$ cat src/controlPkg.sv
package controlPkg;

    // ~~~~~~~~~~~~~~~~~~~~~~~~~~~~~~
    // Instruction fields
    // ~~~~~~~~~~~~~~~~~~~~~~~~~~~~~~

    typedef enum logic [5:0] {
        opR    = 6'b000000,                   // R-type, operation chosen by funct
        opAddi = 6'b001000,
        opHalt = 6'b111111                    // Stops the machine until reset
    } opcodeT;

    typedef enum logic [5:0] {
        fnSll = 6'b000000,
        fnAdd = 6'b100000,
        fnSub = 6'b100010,
        fnAnd = 6'b100100,
        fnSlt = 6'b101010
    } functT;

    // ~~~~~~~~~~~~~~~~~~~~~~~~~~~~~~
    // Decoded kind and sequencer phase
    // ~~~~~~~~~~~~~~~~~~~~~~~~~~~~~~

    typedef enum logic [2:0] {
        instrAdd,
        instrSub,
        instrAnd,
        instrAddi,
        instrSll,
        instrSlt,
        instrHalt,
        instrNone                             // Anything without an execute sequence
    } instrT;

    typedef enum logic [3:0] {
        phaseFetchWait,                       // Waiting on instruction memory
        phaseFetchLatch,
        phaseRegRead,
        phaseDecode,
        phaseAdd,
        phaseSub,
        phaseAnd,
        phaseAddi,
        phaseSll,
        phaseSlt,
        phaseHalt
    } phaseT;

    // ~~~~~~~~~~~~~~~~~~~~~~~~~~~~~~
    // Datapath commands
    // ~~~~~~~~~~~~~~~~~~~~~~~~~~~~~~

    typedef enum logic [2:0] {
        aluPass = 3'd0,
        aluAdd  = 3'd1,
        aluSub  = 3'd2,
        aluAnd  = 3'd3,
        aluSlt  = 3'd7
    } aluOpT;

    typedef enum logic [2:0] {
        shiftNone = 3'd0,
        shiftLoad = 3'd1,                     // Load the shifter from its source
        shiftLeft = 3'd2
    } shiftOpT;

    localparam int stepWidth        = 2;     // Longest execute phase is three steps
    localparam int srcBSelWidth     = 2;
    localparam int regDestSelWidth  = 2;
    localparam int memToRegSelWidth = 4;

endpackage
$ cat src/controlUnit.sv
`timescale 1ns/10ps

module controlUnit import controlPkg::*; #(
    parameter int memWaitCycles = 3
) (
    input  logic                         clock,
    input  logic                         reset,

    input  opcodeT                       opcode,
    input  functT                        funct,

    output logic                         pcWrite,
    output logic                         memReadWrite,
    output logic                         irWrite,
    output logic                         regWrite,
    output logic                         aWrite,
    output logic                         bWrite,
    output logic                         aluOutWrite,

    output aluOpT                        aluOp,

    output logic                         srcASel,
    output logic [srcBSelWidth-1:0]      srcBSel,
    output logic [regDestSelWidth-1:0]   regDestSel,
    output logic [memToRegSelWidth-1:0]  memToRegSel,
    output logic                         shiftAmtSel,
    output logic                         shiftSrcSel,
    output shiftOpT                      shiftCtrl,

    output logic                         resetOut
);

    instrT                instr;
    phaseT                phase;
    logic [stepWidth-1:0] step;

    instrDecode decoder (
        .opcode (opcode),
        .funct  (funct),
        .instr  (instr)
    );

    controlSequencer #(
        .memWaitCycles (memWaitCycles)
    ) sequencer (
        .clock (clock),
        .reset (reset),
        .instr (instr),
        .phase (phase),
        .step  (step)
    );

    controlOutputs outputTable (
        .phase        (phase),
        .step         (step),
        .pcWrite      (pcWrite),
        .memReadWrite (memReadWrite),
        .irWrite      (irWrite),
        .regWrite     (regWrite),
        .aWrite       (aWrite),
        .bWrite       (bWrite),
        .aluOutWrite  (aluOutWrite),
        .aluOp        (aluOp),
        .srcASel      (srcASel),
        .srcBSel      (srcBSel),
        .regDestSel   (regDestSel),
        .memToRegSel  (memToRegSel),
        .shiftAmtSel  (shiftAmtSel),
        .shiftSrcSel  (shiftSrcSel),
        .shiftCtrl    (shiftCtrl),
        .resetOut     (resetOut)
    );

endmodule

$ cat src/controlOutputs.sv
`timescale 1ns/10ps

module controlOutputs import controlPkg::*; (
    input  phaseT                        phase,
    input  logic [stepWidth-1:0]         step,

    output logic                         pcWrite,
    output logic                         memReadWrite,
    output logic                         irWrite,
    output logic                         regWrite,
    output logic                         aWrite,
    output logic                         bWrite,
    output logic                         aluOutWrite,

    output aluOpT                        aluOp,

    output logic                         srcASel,
    output logic [srcBSelWidth-1:0]      srcBSel,
    output logic [regDestSelWidth-1:0]   regDestSel,
    output logic [memToRegSelWidth-1:0]  memToRegSel,
    output logic                         shiftAmtSel,
    output logic                         shiftSrcSel,
    output shiftOpT                      shiftCtrl,

    output logic                         resetOut
);

    always_comb begin
        pcWrite      = 1'b0;
        memReadWrite = 1'b0;                          // Memory is only ever read
        irWrite      = 1'b0;
        regWrite     = 1'b0;
        aWrite       = 1'b0;
        bWrite       = 1'b0;
        aluOutWrite  = 1'b0;
        aluOp        = aluPass;
        srcASel      = 1'b0;
        srcBSel      = '0;
        regDestSel   = '0;
        memToRegSel  = '0;
        shiftAmtSel  = 1'b0;
        shiftSrcSel  = 1'b0;
        shiftCtrl    = shiftNone;
        resetOut     = 1'b0;

        case (phase)
            // ~~~~~~~~~~~~~~~~~~~~~~~~~~~~~~
            // Shared fetch and decode
            // ~~~~~~~~~~~~~~~~~~~~~~~~~~~~~~

            phaseFetchWait: begin
                aluOp   = aluAdd;                     // PC plus four ready early
                srcBSel = srcBSelWidth'(1);
            end

            phaseFetchLatch: begin
                aluOp   = aluAdd;
                srcBSel = srcBSelWidth'(1);
                pcWrite = 1'b1;
                irWrite = 1'b1;
            end

            phaseRegRead: begin
                aWrite  = 1'b1;
                bWrite  = 1'b1;
                srcBSel = srcBSelWidth'(1);
            end

            phaseDecode: begin
                aluOp = aluPass;                      // Idle while the opcode settles
            end

            // ~~~~~~~~~~~~~~~~~~~~~~~~~~~~~~
            // Execute sequences
            // ~~~~~~~~~~~~~~~~~~~~~~~~~~~~~~

            phaseAdd, phaseSub, phaseAnd: begin
                case (phase)
                    phaseSub: aluOp = aluSub;
                    phaseAnd: aluOp = aluAnd;
                    default:  aluOp = aluAdd;
                endcase
                srcASel     = 1'b1;
                aluOutWrite = 1'b1;
                if (step == stepWidth'(1)) begin
                    regWrite   = 1'b1;                // Result goes to rd
                    regDestSel = regDestSelWidth'(1);
                end
            end

            phaseAddi: begin
                aluOp   = aluAdd;
                srcASel = 1'b1;
                srcBSel = srcBSelWidth'(2);           // Sign-extended immediate
                if (step == '0) begin
                    aluOutWrite = 1'b1;
                end else begin
                    regWrite = 1'b1;                  // Result goes to rt
                end
            end

            phaseSll: begin
                regDestSel  = regDestSelWidth'(1);
                memToRegSel = memToRegSelWidth'(8);   // Write back from the shifter
                if (step == '0) begin
                    shiftCtrl   = shiftLoad;
                    shiftAmtSel = 1'b1;
                    shiftSrcSel = 1'b1;
                end else begin
                    shiftCtrl = shiftLeft;
                end
                if (step == stepWidth'(2)) begin
                    regWrite = 1'b1;
                end
            end

            phaseSlt: begin
                aluOp       = aluSlt;
                srcASel     = 1'b1;
                regDestSel  = regDestSelWidth'(1);
                memToRegSel = memToRegSelWidth'(4);   // Write back the compare flag
                regWrite    = 1'b1;
            end

            phaseHalt: begin
                resetOut = 1'b1;
            end

            default: begin
                resetOut = 1'b0;
            end
        endcase
    end

endmodule

$ cat src/controlSequencer.sv
`timescale 1ns/10ps

module controlSequencer import controlPkg::*; #(
    parameter int memWaitCycles = 3
) (
    input  logic                 clock,
    input  logic                 reset,
    input  instrT                instr,
    output phaseT                phase,
    output logic [stepWidth-1:0] step
);

    localparam int waitWidth = (memWaitCycles > 1) ? $clog2(memWaitCycles) : 1;
    localparam logic [waitWidth-1:0] lastWait = waitWidth'(memWaitCycles - 1);

    logic [waitWidth-1:0] waitCount;
    logic [waitWidth-1:0] waitNext;
    phaseT                phaseNext;
    logic [stepWidth-1:0] stepNext;
    logic [stepWidth-1:0] lastStep;

    // ~~~~~~~~~~~~~~~~~~~~~~~~~~~~~~
    // Execute phase lengths
    // ~~~~~~~~~~~~~~~~~~~~~~~~~~~~~~

    always_comb begin
        case (phase)
            phaseAdd, phaseSub, phaseAnd, phaseAddi: begin
                lastStep = stepWidth'(1);             // Compute, then write back
            end
            phaseSll: begin
                lastStep = stepWidth'(2);             // Load, shift, shift and write
            end
            default: begin
                lastStep = '0;                        // Slt finishes in one cycle
            end
        endcase
    end

    // ~~~~~~~~~~~~~~~~~~~~~~~~~~~~~~
    // Next phase
    // ~~~~~~~~~~~~~~~~~~~~~~~~~~~~~~

    always_comb begin
        phaseNext = phase;
        stepNext  = '0;
        waitNext  = '0;

        case (phase)
            phaseFetchWait: begin
                if (waitCount == lastWait) begin
                    phaseNext = phaseFetchLatch;
                end else begin
                    waitNext = waitCount + waitWidth'(1);
                end
            end

            phaseFetchLatch: begin
                phaseNext = phaseRegRead;
            end

            phaseRegRead: begin
                phaseNext = phaseDecode;
            end

            phaseDecode: begin
                case (instr)                          // Opcode and funct are valid here
                    instrAdd:  phaseNext = phaseAdd;
                    instrSub:  phaseNext = phaseSub;
                    instrAnd:  phaseNext = phaseAnd;
                    instrAddi: phaseNext = phaseAddi;
                    instrSll:  phaseNext = phaseSll;
                    instrSlt:  phaseNext = phaseSlt;
                    instrHalt: phaseNext = phaseHalt;
                    default:   phaseNext = phaseFetchWait;
                endcase
            end

            phaseAdd, phaseSub, phaseAnd, phaseAddi, phaseSll, phaseSlt: begin
                if (step == lastStep) begin
                    phaseNext = phaseFetchWait;
                end else begin
                    stepNext = step + stepWidth'(1);
                end
            end

            phaseHalt: begin
                phaseNext = phaseHalt;                // Left only through reset
            end

            default: begin
                phaseNext = phaseFetchWait;
            end
        endcase
    end

    always_ff @(posedge clock) begin
        if (reset) begin
            phase     <= phaseFetchWait;
            step      <= '0;
            waitCount <= '0;
        end else begin
            phase     <= phaseNext;
            step      <= stepNext;
            waitCount <= waitNext;
        end
    end

endmodule

$ cat src/instrDecode.sv
`timescale 1ns/10ps

module instrDecode import controlPkg::*; (
    input  opcodeT opcode,
    input  functT  funct,
    output instrT  instr
);

    // Only instructions with an execute sequence get a kind of their own
    always_comb begin
        case (opcode)
            opR: begin
                case (funct)
                    fnAdd: begin
                        instr = instrAdd;
                    end
                    fnSub: begin
                        instr = instrSub;
                    end
                    fnAnd: begin
                        instr = instrAnd;
                    end
                    fnSll: begin
                        instr = instrSll;
                    end
                    fnSlt: begin
                        instr = instrSlt;
                    end
                    default: begin
                        instr = instrNone;                // Includes sra
                    end
                endcase
            end

            opAddi: begin
                instr = instrAddi;
            end

            opHalt: begin
                instr = instrHalt;
            end

            default: begin
                instr = instrNone;
            end
        endcase
    end

endmodule

$ cat config.mk
export PLATFORM = sky130hd
export DESIGN_NAME = controlUnit
export DESIGN_NICKNAME = d
export VERILOG_FILES = /design/src/controlPkg.sv /design/src/controlUnit.sv /design/src/controlOutputs.sv /design/src/controlSequencer.sv /design/src/instrDecode.sv
export SDC_FILE = /design/constraint.sdc
export NUM_CORES = 1
export LEC_CHECK = 0
export BUFFER_PORTS_ARGS = -buffer_cell sky130_fd_sc_hd__buf_4
export CAP_MARGIN = 30
export CELL_PAD_IN_SITES_DETAIL_PLACEMENT = 1
export CELL_PAD_IN_SITES_GLOBAL_PLACEMENT = 2
export CORE_MARGIN = 10
export CORE_UTILIZATION = 22
export CTS_BUF_LIST = sky130_fd_sc_hd__clkbuf_8
export CTS_CLUSTER_SIZE = 24
export DETAILED_ROUTE_END_ITERATION = 12
export PLACE_DENSITY_LB_ADDON = 0.1
export SLEW_MARGIN = 20
export SYNTH_ARGS = -nofsm -noshare
export SYNTH_HDL_FRONTEND = slang
export SYNTH_HIERARCHICAL = 1
export SYNTH_SLANG_ARGS = --single-unit
$ cat constraint.sdc
create_clock -name clock -period 1.8 [get_ports clock]
set_input_delay 0.27 -clock clock [delete_from_list [all_inputs] [get_ports clock]]
set_output_delay 0.27 -clock clock [all_outputs]
set_load 0.02 [all_outputs]
==> results of run 1 <==
[flip-flops by register name (all words and copies together) (netlist names)]
register	count
sequencer/step	2
sequencer/phase	4
sequencer/waitCount	2
[area by class of cell]
cell class              count  area, µm²
flip-flops and latches      8      161.4
well taps                  46      57.56
fillers                   441       2265
multi-input cells          87      549.3
clock buffers               3      41.29
repair buffers             43      322.8
inverters                   5      18.77
[cells by family after synthesis]
| family | synth area share, % |
|---|---|
| AND/OR/NAND/NOR | 37.43 |
| AO/OA/AOI/OAI | 24.37 |
| buffers and inverters | 13.52 |
| flip-flops | 20.13 |
| adder cells (fa/ha/maj) | 1.572 |
| other | 0.4712 |
| XOR/XNOR | 1.101 |
| multiplexers | 1.415 |
[what timing repair did]
action,4_1_cts,5_1_grt
hold buffers,0,0
setup endpoints to repair,0,5
resized for setup,0,1
buffers inserted,0,0
[how the worst max path moves through the flow]
stage,to,slack [ps],cells after the start
6_report,sequencer/phase[3],90,6
5_1_grt,shiftAmtSel,9,3
4_1_cts,shiftAmtSel,40,3
3_5_place_dp,sequencer/phase[3],-170,6
3_3_place_gp,sequencer/phase[3],-130,6
2_1_floorplan,sequencer/phase[3],60,5
[per-layer routing]
layer  track usage, %  vias to the layer above
met5                0                        -
met4            3.169                        0
met3            2.227                        2
met2            15.09                       13
met1            9.326                      396
li1                 -                      456
[synth_stat cells, types with 2 or more instances]
cell       n  share of area [%]
a221oi_1   2                2.2
a21oi_1    3                1.9
a211oi_1   3                2.8
nor3_1     4                2.5
o211ai_1   2                1.9
o21ai_1    3                1.9
buf_2      2                1.3
nand2_1    8                3.8
dfxtp_1    8                 20
inv_1      5                2.4
nand3_1    2                1.3
nand2b_1   5                3.9
a31oi_1    2                1.6
nand4_1    2                1.6
nor2_1    13                6.1
buf_4     10                9.4
and2_1     3                2.4
o22ai_1    2                1.6
nor2b_1    3                2.4
[power by group through the flow]
stage               Clock (µW)  Sequential, µW  Combinational [µW]
global route               241             283                 489
floorplan                    0             266                 305
global placement             0             278                 440
detailed placement           0             278                 446
finish                     218             275                 443
CTS                        230             275                 448
[per-stage QoR]
stage | instance area, µm² | power [µW] | utilization [%] | setup WS [ps]
after floorplan | 817.0 | 571.1 | - | 60.56
after global placement | 1109 | 718.0 | 32.45 | -133.7
after detailed placement | 1109 | 724.1 | 32.45 | -171.9
after CTS | 1150 | 953.1 | 33.66 | 37.72
after global routing | 1151 | 1012 | 33.70 | 9.467
final | 1151 | 936.8 | 33.70 | 89.53
==> reports/results.txt, run 1 <==
Seq/Total Area, Yosys -> 20.13%
Fin Clk Skew -> 6.095 ps
FFs w/ async S/R, synth -> 0%
drt pass-1 iters -> 3
Die W -> 80.14 µm
synth warn -> 6
M1 wire length -> 1173 µm
commonest non-fill, non-tap cell in the layout -> buf_4
Final nets -> 163
switching pwr -> 372.6 µW
antenna violations before repair -> 0
setup_tns -> 0 ps
root buffer cell -> clkbuf_8
Sw Share -> 39.78%
Logic pwr share -> 47.3%
largest net degree at the start of global routing -> 12
Cell Rows -> 21
post-route clock period utilization -> 95.03%
layout cells sized above 1 -> 37.67%
Synth Cell Area -> 795.8 µm²
Routed Antenna Nets -> 0
r2r setup slk -> 360 ps
I/O Buffers -> 33
Mapped Cells -> 109
DR vias -> 867
sequential power share -> 29.4%
Hold WC Path Type -> input pin to register
crit path buf inv count -> 1
crit path kind -> input pin to register
total grt overflow -> 0
Hold Path End -> sequencer/step[0]
met3 wire length -> 126 µm
Internal -> 564.2 µW
CP Max Fanout -> 3
clk buf depth -> 2
fmax -> 584.6 MHz
Leak Pwr -> 0.0005196 µW
First DRT Iteration DRCs -> 16
proportion of power drawn by the clock network -> 23.3%
CTS Buf Count -> 3
height of the die -> 80.14 µm
syn avg cell area -> 7.301 µm²
worst hold path depth -> 2
Total Wirelength -> 2700 µm
Post-Layout Cell Count -> 192
placed cell count -> 189
first-pass GRT wire length -> 4485 µm
reg-to-reg startpoint -> sequencer/phase[0]
CTS Sinks -> 8
fin. max-slew vios -> 0
top routing layer used -> met4
clock transition at the registers of the reported paths -> 50 ps
I/O Pins -> 39
maxcap violations -> 0
P&R area growth vs syn -> 44.65%
ANT cells -> 0
initial core utilization -> 23.30%
pwr dens -> 813.8 nW/µm²
EDFF count, synth -> 0
top_reg_cell synth -> dfxtp_1
slowest stage delay, CP -> 400 ps
GPL Wtd Cong -> 0.7400
final setup violation count -> 0
RSZ-0062 raised after global routing -> false
CP required -> 1930 ps
critical path's slowest cell -> or3_1
Worst EP arrival -> 1840 ps
worst vdd ir -> 0.0004512 V
Crit. End Element -> register
fin crit period -> 1710 ps
Hold Slack -> 272.5 ps
metal2 WL -> 1385 µm
CP top delay family -> simple AND/OR/NAND/NOR gates
H-tree depth -> 1
flops & latches, synth -> 8
area of the core -> 3416 µm²
HPWL Detailed -> 2260 µm
Clock Latency Late Sink -> 230 ps
drt drc -> 0
CTS tree -> yes
Overall Global Routing Usage -> 8.463%
final hold violations -> 0
vias per std cell -> 4.516
DR WL/cell -> 14.06 µm
HP Start -> reset
status -> finished, final reports clean
Worst Reg-to-Reg Cells -> 3
CP Launch Type -> input pin
post-synthesis cell type count -> 46
most frequent cells in the layout -> 43 x buf_4, 13 x nor2_1, 8 x nand2_1
die footprint -> 6422 µm²
CP cell instances -> buf_4 -> nor4_2 -> nand3_1 -> or3_1 -> a2111o_1 -> a2111oi_2
Critical R2R Capture -> sequencer/phase[3]
vias in the first global route -> 960
Critical Path Source -> opcode[1]
Note: power is estimated with default switching activity, not from simulation.
==> inputs of run 2 (changes only) <==
- CELL_PAD_IN_SITES_DETAIL_PLACEMENT: 1 -> 0
- CELL_PAD_IN_SITES_GLOBAL_PLACEMENT: 2 -> 1
- CORE_MARGIN: 10 -> unset
- CORE_UTILIZATION: 22 -> 29
==> run 2 against run 1 <==
Against the previous run: power is 1.1% lower; via count increased by 1.3%; setup slack better by 3.8 ps; cell count decreased by 8.9%; utilization is 11 points higher; die area down 54%; global-route usage is 6.9 points higher; critical path depth is the same.
==> reports/results.txt, run 2 (synthesized netlist as in run 1, its figures left out) <==
total grt overflow -> 0
slowest stage delay, CP -> 390 ps
Post-Place Cell Area -> 1081 µm²
worst vdd ir -> 0.0006730 V
Final Cell Area -> 1134 µm²
Overall Global Routing Usage -> 15.38%
HPWL Detailed -> 1543 µm
height of the die -> 54.39 µm
DP Worst Slack -> -146.9 ps
area of the core -> 2545 µm²
largest net degree at the start of global routing -> 15
RSZ-0062 raised after global routing -> false
Hold WC Path Type -> input pin to register
root buffer cell -> clkbuf_8
post-route clock period utilization -> 94.82%
DR WL/cell -> 11.34 µm
CTS Sinks -> 8
initial core utilization -> 31.27%
Die W -> 54.39 µm
die footprint -> 2958 µm²
I/O Buffers -> 33
Fin Clk Skew -> 1.643 ps
Hold Buf Count CTS -> 0
CTS tree -> yes
layout cells sized above 1 -> 37.93%
drt pass-1 iters -> 4
status -> finished, final reports clean
commonest non-fill, non-tap cell in the layout -> buf_4
I/O Pins -> 39
max reg flops -> 4
setup_tns -> 0 ps
H-tree depth -> 1
clk buf depth -> 2
most frequent cells in the layout -> 42 x buf_4, 13 x nor2_1, 8 x nand2_1
vias in the first global route -> 784
Routed Antenna Nets -> 0
ANT cells -> 0
Cell Rows -> 18
CP required -> 1920 ps
fmax -> 585.9 MHz
antenna violations before repair -> 0
GPL Wtd Cong -> 0.7497
CP Launch Type -> input pin
setup ws final -> 93.30 ps
fin crit period -> 1707 ps
CTS Buf Count -> 3
pwr dens -> 817.5 nW/µm²
Largest Register -> sequencer/phase
crit path buf inv count -> 1
final setup violation count -> 0
First DRT Iteration DRCs -> 12
fin. max-slew vios -> 0
DR vias -> 878
final hold violations -> 0
first-pass GRT wire length -> 3408 µm
vias per std cell -> 5.017
Final nets -> 162
CP cell instances -> buf_4 -> nor4_2 -> nand3_1 -> or3_1 -> a2111o_1 -> a2111oi_2
P&R area growth vs syn -> 42.45%
Core Util, Final -> 44.54%
CP Max Fanout -> 3
crit path kind -> input pin to register
Worst EP arrival -> 1830 ps
Total Wirelength -> 1985 µm
maxcap violations -> 0
critical path's slowest cell -> or3_1
CP top delay family -> simple AND/OR/NAND/NOR gates
Leak Pwr -> 0.0005155 µW
Crit. End Element -> register
biggest regs -> sequencer/phase x4, sequencer/step x2, sequencer/waitCount x2
Clock Latency Late Sink -> 220 ps
clock transition at the registers of the reported paths -> 40 ps
drt drc -> 0
-- run 2: cell type report --
cell class / instances / area (µm²)
Fill cell: 269 / 1411
Multi-Input combinational cell: 87 / 558.0
Timing Repair Buffer: 42 / 315.3
Sequential cell: 8 / 162.7
Clock buffer: 3 / 41.29
Tap cell: 30 / 37.54
Inverter: 5 / 18.77
-- run 2: repair_timing --
item                                    CTS  global route
buffers inserted                          0             0
endpoints found under the setup margin    1             4
gates resized for setup                   1             2
gates cloned                              0             0
-- run 2: power by group --
part	switching [µW]	internal, µW
logic	225	200
clock network	68.4	145
registers	67.9	221
-- run 2: final timing paths --
check	cells after the start	endpoint	start	slack [ps]
worst max register to register	3	sequencer/phase[3]	sequencer/phase[0]	420
worst max-delay path	6	sequencer/phase[3]	opcode[1]	90
worst min register to register	1	sequencer/waitCount[0]	sequencer/waitCount[0]	410
worst min-delay path	2	sequencer/phase[0]	reset	270
-- run 2: routing by layer --
layer  GRT usage, %  up-vias  share of wire, %
met1          20.03      389                49
met4          3.846        0              0.20
met3          1.667        2               4.7
met5              0        -                 0
met2          26.63       29                46
li1               -      458                 -
-- run 2: worst reg2reg max path: cells and delay by family, from the launching register on --
family,cells,cell delay [ps]
AOI/OAI and AO/OA,2,680
DFF,1,490
and+or+nand+nor,1,110
-- run 2: per-stage QoR --
| step | power (µW) | cells | hold WS, ps |
|---|---|---|---|
| floorplan | 571.1 | 113 | 342.8 |
| global placement | 704.9 | 172 | 400.5 |
| detailed placement | 708.0 | 172 | 412.1 |
| CTS | 929.6 | 175 | 267.5 |
| global route | 1004 | 175 | 275.2 |
| finish | 926.7 | 175 | 274.4 |
